--- src/rtl/camera_pkg.sv ---
`default_nettype none

package camera_pkg;

	localparam int float_w = 32;
	localparam int vec_w = 3 * float_w;

	// IEEE-754 single encodings, the only component values a unit basis can take here
	localparam logic [float_w-1:0] fp_0 = 32'h0000_0000;
	localparam logic [float_w-1:0] fp_1 = 32'h3F80_0000;
	localparam logic [float_w-1:0] fp_n1 = 32'hBF80_0000;
	localparam logic [float_w-1:0] fp_r2 = 32'h3F35_04F3;
	localparam logic [float_w-1:0] fp_nr2 = 32'hBF35_04F3;

	// Keypad codes, an even code turns clockwise
	localparam int key_w = 4;
	localparam logic [key_w-1:0] key_l = 4'd6;
	localparam logic [key_w-1:0] key_j = 4'd7;
	localparam logic [key_w-1:0] key_o = 4'd8;
	localparam logic [key_w-1:0] key_u = 4'd9;
	localparam logic [key_w-1:0] key_i = 4'd10;
	localparam logic [key_w-1:0] key_k = 4'd11;

	// Axis held fixed during a turn
	localparam logic [1:0] axis_v = 2'd1;
	localparam logic [1:0] axis_w = 2'd2;
	localparam logic [1:0] axis_u = 2'd3;

	// Ux, Uy, Uz, Vx, Vy, Vz, Wx, Wy, Wz
	localparam int basis_words = 9;

	// Vectors pack x in the top word and z in the low word
	localparam logic [vec_w-1:0] reset_u = {fp_1, fp_0, fp_0};
	localparam logic [vec_w-1:0] reset_v = {fp_0, fp_1, fp_0};
	localparam logic [vec_w-1:0] reset_w = {fp_0, fp_0, fp_1};

endpackage

`default_nettype wire
--- src/rtl/camera_control_top.sv ---
`timescale 1ns/1ps
`default_nettype none

module camera_control_top (
	input wire logic clk,
	input wire logic rst,
	input wire logic [camera_pkg::key_w-1:0] key,
	input wire logic key_strobe,
	output logic word_valid,
	output logic [3:0] word_index,
	output logic [camera_pkg::float_w-1:0] word_data,
	output logic busy
);

	logic cmd_valid;
	logic [1:0] cmd_axis;
	logic cmd_cw;
	logic [camera_pkg::vec_w-1:0] u;
	logic [camera_pkg::vec_w-1:0] v;
	logic [camera_pkg::vec_w-1:0] w;
	logic basis_update;

	key_command_decoder i_key_command_decoder (
		.clk(clk),
		.rst(rst),
		.key(key),
		.key_strobe(key_strobe),
		.busy(busy),
		.cmd_valid(cmd_valid),
		.cmd_axis(cmd_axis),
		.cmd_cw(cmd_cw)
	);

	camera_orientation i_camera_orientation (
		.clk(clk),
		.rst(rst),
		.cmd_valid(cmd_valid),
		.cmd_axis(cmd_axis),
		.cmd_cw(cmd_cw),
		.u(u),
		.v(v),
		.w(w),
		.basis_update(basis_update)
	);

	// Busy also feeds back to the decoder so keys are dropped during a stream
	basis_streamer i_basis_streamer (
		.clk(clk),
		.rst(rst),
		.basis_update(basis_update),
		.u(u),
		.v(v),
		.w(w),
		.word_valid(word_valid),
		.word_index(word_index),
		.word_data(word_data),
		.busy(busy)
	);

endmodule

`default_nettype wire

--- src/rtl/basis_streamer.sv ---
`timescale 1ns/1ps
`default_nettype none

module basis_streamer (
	input wire logic clk,
	input wire logic rst,
	input wire logic basis_update,
	input wire logic [camera_pkg::vec_w-1:0] u,
	input wire logic [camera_pkg::vec_w-1:0] v,
	input wire logic [camera_pkg::vec_w-1:0] w,
	output logic word_valid,
	output logic [3:0] word_index,
	output logic [camera_pkg::float_w-1:0] word_data,
	output logic busy
);

	logic [3*camera_pkg::vec_w-1:0] basis_flat;
	logic [camera_pkg::float_w-1:0] words [camera_pkg::basis_words];
	logic streaming;
	logic [3:0] index;
	logic last_word;

	assign basis_flat = {u, v, w};

	// Word 0 is Ux at the top of the flattened basis
	always_ff @(posedge clk) begin
		if (basis_update) begin
			for (int i = 0; i < camera_pkg::basis_words; i++) begin
				words[i] <= basis_flat[(camera_pkg::basis_words - 1 - i) * camera_pkg::float_w
					+: camera_pkg::float_w];
			end
		end
	end

	assign last_word = (index == 4'(camera_pkg::basis_words - 1));

	always_ff @(posedge clk) begin
		if (rst) begin
			streaming <= 1'b0;
			index <= 4'd0;
		end else if (basis_update) begin
			streaming <= 1'b1;
			index <= 4'd0;
		end else if (streaming) begin
			if (last_word) begin
				streaming <= 1'b0;
				index <= 4'd0;
			end else begin
				index <= index + 4'd1;
			end
		end
	end

	assign word_valid = streaming;
	assign word_index = index;
	assign word_data = words[index];

	// basis_update covers the cycle before the first word
	assign busy = streaming | basis_update;

endmodule

`default_nettype wire

--- src/rtl/camera_orientation.sv ---
`timescale 1ns/1ps
`default_nettype none

module camera_orientation (
	input wire logic clk,
	input wire logic rst,
	input wire logic cmd_valid,
	input wire logic [1:0] cmd_axis,
	input wire logic cmd_cw,
	output logic [camera_pkg::vec_w-1:0] u,
	output logic [camera_pkg::vec_w-1:0] v,
	output logic [camera_pkg::vec_w-1:0] w,
	output logic basis_update
);

	logic [camera_pkg::vec_w-1:0] u_n;
	logic [camera_pkg::vec_w-1:0] v_n;
	logic [camera_pkg::vec_w-1:0] w_n;

	camera_rotator i_camera_rotator (
		.cmd_axis(cmd_axis),
		.cmd_cw(cmd_cw),
		.u(u),
		.v(v),
		.w(w),
		.u_n(u_n),
		.v_n(v_n),
		.w_n(w_n)
	);

	// Every command loads, even when the turn leaves the basis as it was
	always_ff @(posedge clk) begin
		if (rst) begin
			u <= camera_pkg::reset_u;
			v <= camera_pkg::reset_v;
			w <= camera_pkg::reset_w;
		end else if (cmd_valid) begin
			u <= u_n;
			v <= v_n;
			w <= w_n;
		end
	end

	always_ff @(posedge clk) begin
		if (rst) begin
			basis_update <= 1'b0;
		end else begin
			basis_update <= cmd_valid;
		end
	end

endmodule

`default_nettype wire

--- src/rtl/key_command_decoder.sv ---
`timescale 1ns/1ps
`default_nettype none

module key_command_decoder (
	input wire logic clk,
	input wire logic rst,
	input wire logic [camera_pkg::key_w-1:0] key,
	input wire logic key_strobe,
	input wire logic busy,
	output logic cmd_valid,
	output logic [1:0] cmd_axis,
	output logic cmd_cw
);

	logic key_in_range;
	logic accept;
	logic [1:0] axis_sel;

	assign key_in_range = (key >= camera_pkg::key_l) && (key <= camera_pkg::key_k);

	// A pending command also blocks, since busy only rises one cycle later
	assign accept = key_strobe && !busy && !cmd_valid && key_in_range;

	always_comb begin
		case (key)
			camera_pkg::key_l, camera_pkg::key_j: begin
				axis_sel = camera_pkg::axis_v;
			end
			camera_pkg::key_o, camera_pkg::key_u: begin
				axis_sel = camera_pkg::axis_w;
			end
			camera_pkg::key_i, camera_pkg::key_k: begin
				axis_sel = camera_pkg::axis_u;
			end
			default: begin
				axis_sel = camera_pkg::axis_v;
			end
		endcase
	end

	always_ff @(posedge clk) begin
		if (rst) begin
			cmd_valid <= 1'b0;
		end else begin
			cmd_valid <= accept;
		end
	end

	always_ff @(posedge clk) begin
		if (accept) begin
			cmd_axis <= axis_sel;
			cmd_cw <= ~key[0];
		end
	end

endmodule

`default_nettype wire

--- src/rtl/camera_rotator.sv ---
`timescale 1ns/1ps
`default_nettype none

module camera_rotator (
	input wire logic [1:0] cmd_axis,
	input wire logic cmd_cw,
	input wire logic [camera_pkg::vec_w-1:0] u,
	input wire logic [camera_pkg::vec_w-1:0] v,
	input wire logic [camera_pkg::vec_w-1:0] w,
	output logic [camera_pkg::vec_w-1:0] u_n,
	output logic [camera_pkg::vec_w-1:0] v_n,
	output logic [camera_pkg::vec_w-1:0] w_n
);

	// Component index 0 is x, 1 is y and 2 is z
	function automatic logic [camera_pkg::float_w-1:0] get_comp(
		input logic [camera_pkg::vec_w-1:0] vec,
		input logic [1:0] idx
	);
		return vec[(2 - idx) * camera_pkg::float_w +: camera_pkg::float_w];
	endfunction

	function automatic logic [camera_pkg::vec_w-1:0] put_comp(
		input logic [camera_pkg::vec_w-1:0] vec,
		input logic [1:0] idx,
		input logic [camera_pkg::float_w-1:0] val
	);
		logic [camera_pkg::vec_w-1:0] res;
		res = vec;
		res[(2 - idx) * camera_pkg::float_w +: camera_pkg::float_w] = val;
		return res;
	endfunction

	logic [camera_pkg::vec_w-1:0] fixed_vec;
	logic [camera_pkg::vec_w-1:0] vec_a;
	logic [camera_pkg::vec_w-1:0] vec_b;
	logic axis_ok;
	logic aligned;
	logic [2:0] dir;
	logic [1:0] idx_a;
	logic [1:0] idx_b;
	logic [camera_pkg::float_w-1:0] x_0, y_0, x_n_0, y_n_0;
	logic [camera_pkg::float_w-1:0] x_1, y_1, x_n_1, y_n_1;
	logic [camera_pkg::vec_w-1:0] rot_a;
	logic [camera_pkg::vec_w-1:0] rot_b;

	always_comb begin
		axis_ok = 1'b1;
		fixed_vec = v;
		vec_a = w;
		vec_b = u;
		case (cmd_axis)
			camera_pkg::axis_v: begin
				fixed_vec = v;
				vec_a = w;
				vec_b = u;
			end
			camera_pkg::axis_w: begin
				fixed_vec = w;
				vec_a = u;
				vec_b = v;
			end
			camera_pkg::axis_u: begin
				fixed_vec = u;
				vec_a = v;
				vec_b = w;
			end
			default: axis_ok = 1'b0;
		endcase
	end

	// Signed world axis of the fixed vector, 0 to 5 for +x, -x, +y, -y, +z, -z
	always_comb begin
		aligned = 1'b1;
		dir = 3'd0;
		case (fixed_vec)
			{camera_pkg::fp_1, camera_pkg::fp_0, camera_pkg::fp_0}: dir = 3'd0;
			{camera_pkg::fp_n1, camera_pkg::fp_0, camera_pkg::fp_0}: dir = 3'd1;
			{camera_pkg::fp_0, camera_pkg::fp_1, camera_pkg::fp_0}: dir = 3'd2;
			{camera_pkg::fp_0, camera_pkg::fp_n1, camera_pkg::fp_0}: dir = 3'd3;
			{camera_pkg::fp_0, camera_pkg::fp_0, camera_pkg::fp_1}: dir = 3'd4;
			{camera_pkg::fp_0, camera_pkg::fp_0, camera_pkg::fp_n1}: dir = 3'd5;
			default: aligned = 1'b0;
		endcase
	end

	// Plane table, the negative axes swap the pair order of the positive ones
	always_comb begin
		{idx_a, idx_b} = {2'd0, 2'd1};
		case ({cmd_axis, dir})
			{camera_pkg::axis_v, 3'd0}: {idx_a, idx_b} = {2'd1, 2'd2};
			{camera_pkg::axis_v, 3'd1}: {idx_a, idx_b} = {2'd2, 2'd1};
			{camera_pkg::axis_v, 3'd2}: {idx_a, idx_b} = {2'd0, 2'd2};
			{camera_pkg::axis_v, 3'd3}: {idx_a, idx_b} = {2'd2, 2'd0};
			{camera_pkg::axis_v, 3'd4}: {idx_a, idx_b} = {2'd1, 2'd0};
			{camera_pkg::axis_v, 3'd5}: {idx_a, idx_b} = {2'd0, 2'd1};
			{camera_pkg::axis_w, 3'd0}: {idx_a, idx_b} = {2'd2, 2'd1};
			{camera_pkg::axis_w, 3'd1}: {idx_a, idx_b} = {2'd1, 2'd2};
			{camera_pkg::axis_w, 3'd2}: {idx_a, idx_b} = {2'd0, 2'd2};
			{camera_pkg::axis_w, 3'd3}: {idx_a, idx_b} = {2'd2, 2'd0};
			{camera_pkg::axis_w, 3'd4}: {idx_a, idx_b} = {2'd0, 2'd1};
			{camera_pkg::axis_w, 3'd5}: {idx_a, idx_b} = {2'd1, 2'd0};
			{camera_pkg::axis_u, 3'd0}: {idx_a, idx_b} = {2'd2, 2'd1};
			{camera_pkg::axis_u, 3'd1}: {idx_a, idx_b} = {2'd1, 2'd2};
			{camera_pkg::axis_u, 3'd2}: {idx_a, idx_b} = {2'd2, 2'd0};
			{camera_pkg::axis_u, 3'd3}: {idx_a, idx_b} = {2'd0, 2'd2};
			{camera_pkg::axis_u, 3'd4}: {idx_a, idx_b} = {2'd0, 2'd1};
			{camera_pkg::axis_u, 3'd5}: {idx_a, idx_b} = {2'd1, 2'd0};
			default: {idx_a, idx_b} = {2'd0, 2'd1};
		endcase
	end

	assign x_0 = get_comp(vec_a, idx_a);
	assign y_0 = get_comp(vec_a, idx_b);
	assign x_1 = get_comp(vec_b, idx_a);
	assign y_1 = get_comp(vec_b, idx_b);

	plane_rotator i_plane_rotator_a (
		.cw(cmd_cw),
		.x(x_0),
		.y(y_0),
		.x_n(x_n_0),
		.y_n(y_n_0)
	);

	plane_rotator i_plane_rotator_b (
		.cw(cmd_cw),
		.x(x_1),
		.y(y_1),
		.x_n(x_n_1),
		.y_n(y_n_1)
	);

	always_comb begin
		rot_a = put_comp(put_comp(vec_a, idx_a, x_n_0), idx_b, y_n_0);
		rot_b = put_comp(put_comp(vec_b, idx_a, x_n_1), idx_b, y_n_1);
		u_n = u;
		v_n = v;
		w_n = w;
		if (axis_ok && aligned) begin
			case (cmd_axis)
				camera_pkg::axis_v: begin
					w_n = rot_a;
					u_n = rot_b;
				end
				camera_pkg::axis_w: begin
					u_n = rot_a;
					v_n = rot_b;
				end
				default: begin
					v_n = rot_a;
					w_n = rot_b;
				end
			endcase
		end
	end

endmodule

`default_nettype wire

--- src/rtl/plane_rotator.sv ---
`timescale 1ns/1ps
`default_nettype none

// Steps a unit (x, y) pair one 45 degree point around the circle
module plane_rotator (
	input wire logic cw,
	input wire logic [camera_pkg::float_w-1:0] x,
	input wire logic [camera_pkg::float_w-1:0] y,
	output logic [camera_pkg::float_w-1:0] x_n,
	output logic [camera_pkg::float_w-1:0] y_n
);

	logic [2*camera_pkg::float_w-1:0] pair;
	logic [2*camera_pkg::float_w-1:0] pair_n;

	assign pair = {x, y};
	assign x_n = pair_n[2*camera_pkg::float_w-1:camera_pkg::float_w];
	assign y_n = pair_n[camera_pkg::float_w-1:0];

	always_comb begin
		if (cw) begin
			case (pair)
				{camera_pkg::fp_0, camera_pkg::fp_1}: pair_n = {camera_pkg::fp_r2, camera_pkg::fp_r2};
				{camera_pkg::fp_r2, camera_pkg::fp_r2}: pair_n = {camera_pkg::fp_1, camera_pkg::fp_0};
				{camera_pkg::fp_1, camera_pkg::fp_0}: pair_n = {camera_pkg::fp_r2, camera_pkg::fp_nr2};
				{camera_pkg::fp_r2, camera_pkg::fp_nr2}: pair_n = {camera_pkg::fp_0, camera_pkg::fp_n1};
				{camera_pkg::fp_0, camera_pkg::fp_n1}: begin
					pair_n = {camera_pkg::fp_nr2, camera_pkg::fp_nr2};
				end
				{camera_pkg::fp_nr2, camera_pkg::fp_nr2}: begin
					pair_n = {camera_pkg::fp_n1, camera_pkg::fp_0};
				end
				{camera_pkg::fp_n1, camera_pkg::fp_0}: pair_n = {camera_pkg::fp_nr2, camera_pkg::fp_r2};
				{camera_pkg::fp_nr2, camera_pkg::fp_r2}: pair_n = {camera_pkg::fp_0, camera_pkg::fp_1};
				default: pair_n = {camera_pkg::fp_0, camera_pkg::fp_0};
			endcase
		end else begin
			case (pair)
				{camera_pkg::fp_0, camera_pkg::fp_1}: pair_n = {camera_pkg::fp_nr2, camera_pkg::fp_r2};
				{camera_pkg::fp_r2, camera_pkg::fp_r2}: pair_n = {camera_pkg::fp_0, camera_pkg::fp_1};
				{camera_pkg::fp_1, camera_pkg::fp_0}: pair_n = {camera_pkg::fp_r2, camera_pkg::fp_r2};
				{camera_pkg::fp_r2, camera_pkg::fp_nr2}: pair_n = {camera_pkg::fp_1, camera_pkg::fp_0};
				{camera_pkg::fp_0, camera_pkg::fp_n1}: pair_n = {camera_pkg::fp_r2, camera_pkg::fp_nr2};
				{camera_pkg::fp_nr2, camera_pkg::fp_nr2}: begin
					pair_n = {camera_pkg::fp_0, camera_pkg::fp_n1};
				end
				{camera_pkg::fp_n1, camera_pkg::fp_0}: begin
					pair_n = {camera_pkg::fp_nr2, camera_pkg::fp_nr2};
				end
				{camera_pkg::fp_nr2, camera_pkg::fp_r2}: pair_n = {camera_pkg::fp_n1, camera_pkg::fp_0};
				default: pair_n = {camera_pkg::fp_0, camera_pkg::fp_0};
			endcase
		end
	end

endmodule

`default_nettype wire

--- config.mk ---
export PLATFORM = sky130hd
export DESIGN_NAME = camera_control_top
export DESIGN_NICKNAME = d
export VERILOG_FILES = /design/src/rtl/camera_pkg.sv /design/src/rtl/camera_control_top.sv /design/src/rtl/basis_streamer.sv /design/src/rtl/camera_orientation.sv /design/src/rtl/key_command_decoder.sv /design/src/rtl/camera_rotator.sv /design/src/rtl/plane_rotator.sv
export SDC_FILE = /design/constraint.sdc
export NUM_CORES = 2
export LEC_CHECK = 0
export BUFFER_PORTS_ARGS = -buffer_cell sky130_fd_sc_hd__buf_4
export CAP_MARGIN = 20
export CORE_ASPECT_RATIO = 0.5
export CORE_MARGIN = 5
export CORE_UTILIZATION = 55
export DETAILED_ROUTE_END_ITERATION = 16
export PLACE_DENSITY = 0.78
export SYNTH_ARGS = -nofsm -noshare
export SYNTH_HDL_FRONTEND = slang
export SYNTH_SLANG_ARGS = --single-unit
--- constraint.sdc ---
create_clock -name clk -period 7.92 [get_ports clk]
set_input_delay 1.584 -clock clk [delete_from_list [all_inputs] [get_ports clk]]
set_output_delay 1.584 -clock clk [all_outputs]
set_load 0.03 [all_outputs]
==> results.cfg <==
[die]
num_io_pins = 45
fp.dieH_um = 188
start_util = 0.554
core_area_um2 = 62800
num_rows = 65
die_w_um = 366
dieArea_um2 = 68600

[yosys]
syn-num-nets = 3775
synth.avg_cell_area_um2 = 9.27
synth-seq-cells = 590
yosysSeqAreaShare = 0.424
synth_cell_types = 92
synthFlopType = dfxtp_1
synth_area_um2 = 34800
syn_inst = 3751
ys_warn_count = 0
async_flop_share = 0
synth-edff-count = 291

[global_route]
grt_overflow = 0
grt_pass1_wl_mm = 221
grt_max_degree = 172
antenna_found_initial = 6
grt_pass1_vias = 31700
grt_usage = 0.436

[timing]
postLayoutSetupSlackWorst_ps = 179
finalSetupTns_ps = 0
fin_crit_sh = 0.977
worst_pin_slew_ps = 1240
slew_viol_final = 0
report.final.hold_viol_count = 0
finalSetupViolations = 0
period_minus_slack_ps = 7740
slew_headroom = 0.159
finClkSkew_ps = 39.4
max_freq_ghz = 0.129

[setup_path]
cp-start-kind = register
cp-end-kind = register
crit_top_cell = buf_4
slowest_delay_ps = 480
required_ps = 8510
crit_arrival_ps = 8330
worst-setup-path-type = register to register
slowest_stage = or4_1
crit_fanout = 22

[placement]
gp_congestion = 1.11
placedCellCount = 4543
placed_area_um2 = 37000
dp.final_hpwl_mm = 108
post-place-ws_ps = -333
io_buffers = 44

[drt]
drt-total-wl_mm = 154
vias = 34700
drc = 0
via_per_inst = 7.46
postRouteAntennaNets = 0
wl_per_cell_um = 33.2
drtIter0Drc = 6087
dr.pass1.iters = 7

[clock_network]
cts_made_buffers = 52
h-tree-depth = 2
cts.path.max_buffers = 3
cts_root_buf = clkbuf_16
clkSinkCount = 590
ctsHoldBuffers = 0
cts.clk_slew.worst_paths_ps = 70
cts_tree = yes
clk_latency_ps = 670

[finish]
syn_to_final_growth_pct = 12.5
fin_nets = 3790
layout-drive-gt1-share = 0.162
final_cell_mix = 369 x nor2_1, 322 x a21oi_1, 294 x dfxtp_1
num-fill-cells = 5203
instances_no_fill = 4650
final_area_um2 = 39100
layout_commonest_cell = nor2_1

[power]
power.leakage_nw = 13.4
powerDensity_nw_per_um2 = 170
ir_drop_mv = 0.157

[outcome]
status = complete, no violations

[worst_hold_path]
hp-class = register to register

[run]
cap_violations = 0
-- Yosys cell counts, types with 25 or more instances --
master / number / area share
nor3_1: 183 / 0.026
a21oi_1: 323 / 0.046
nor2b_1: 39 / 0.0070
mux2i_1: 123 / 0.035
inv_1: 38 / 0.0041
nor4_1: 83 / 0.015
o31ai_1: 30 / 0.0065
mux4_2: 64 / 0.041
a211oi_1: 168 / 0.036
nand3_1: 57 / 0.0082
clkbuf_1: 217 / 0.023
o21ai_0: 236 / 0.034
nand3b_1: 33 / 0.0071
a21o_1: 33 / 0.0071
nand4_1: 37 / 0.0067
a22o_1: 219 / 0.055
a22oi_1: 30 / 0.0065
edfxtp_1: 291 / 0.25
buf_2: 55 / 0.0079
o21ba_2: 34 / 0.0098
nand2_1: 223 / 0.024
buf_1: 65 / 0.0070
nand2b_1: 25 / 0.0045
a31oi_1: 25 / 0.0045
o211ai_1: 25 / 0.0054
dfxtp_1: 299 / 0.17
nor2_1: 376 / 0.041
-- report_power, final --
group / internal [mW] / switching [mW]
registers: 3.20 / 0.0130
clock network: 1.57 / 1.23
logic: 0.190 / 0.443
total: 4.95 / 1.69
-- registers in the layout, summed over array words and instances, names as in the netlist, named ones only --
signal and flops:
i_basis_streamer.words 288, i_camera_orientation.u 96, i_camera_orientation.v 96, i_camera_orientation.w 96, i_basis_streamer.word_index 4, i_key_command_decoder.cmd_axis 2, i_basis_streamer.word_valid 1, i_camera_orientation.basis_update 1
i_key_command_decoder.cmd_cw 1, i_key_command_decoder.cmd_valid 1
-- stage by stage --
stage	power (mW)	hold WS, ps	util
after global routing	6.81	500	0.623
after detailed placement	3.87	470	0.590
after global placement	3.87	470	0.590
after floorplan	3.64	431	-
final	6.64	490	0.623
after CTS	6.60	492	0.620
-- critical path: cells and delay by family, from the launching register on --
family / cells / cell delay (ps)
and+or+nand+nor: 13 / 2830
buffers and inverters: 12 / 2250
DFF: 1 / 450
AOI/OAI and AO/OA: 6 / 1420
adders and majority gates: 3 / 710
-- layout make-up --
class                      count  area, µm²  share of cell area
multi-input combinational   2770      18700               0.478
sequential                   590      14700               0.377
timing repair buffer         313       2640              0.0676
clock buffer                  65       1410              0.0361
tap                          837       1050              0.0268
clock inverter                33        433              0.0111
inverter                      39        149             0.00381
antenna                        3       7.51            0.000192
-- what timing repair did --
| item | in CTS | in global routing |
|---|---|---|
| setup buffers | 0 | 3 |
| hold endpoints to repair | 0 | 0 |
| gates resized for setup | 4 | 24 |
| cloned | 0 | 2 |
| pin swaps | 0 | 3 |
| setup endpoints to repair | 100 | 171 |
-- logic make-up after synthesis --
group | Yosys count | share of synthesized area
AO/OA/AOI/OAI | 1345 | 0.268
adder cells (fa/ha/maj) | 17 | 0.00612
XOR/XNOR | 6 | 0.00151
multiplexers | 209 | 0.0840
AND/OR/NAND/NOR | 1193 | 0.171
buffers and inverters | 391 | 0.0465
flip-flops | 590 | 0.424
-- final timing paths --
kind,cells after the start,endpoint,slack (ps),startpoint
max,34,i_camera_orientation.u[58],180,i_key_command_decoder.cmd_axis[0]
min,0,i_basis_streamer.words[1][23],490,i_camera_orientation.u[55]
max reg2reg,34,i_camera_orientation.u[58],180,i_key_command_decoder.cmd_axis[0]
min reg2reg,0,i_basis_streamer.words[1][23],490,i_camera_orientation.u[55]
-- metal layers --
layer / track usage / wire (µm)
met3: 0.159 / 23900
met1: 0.582 / 57500
met5: 0 / 70
met4: 0.230 / 9970
met2: 0.620 / 62800
Note: power is estimated with default switching activity, not from simulation.
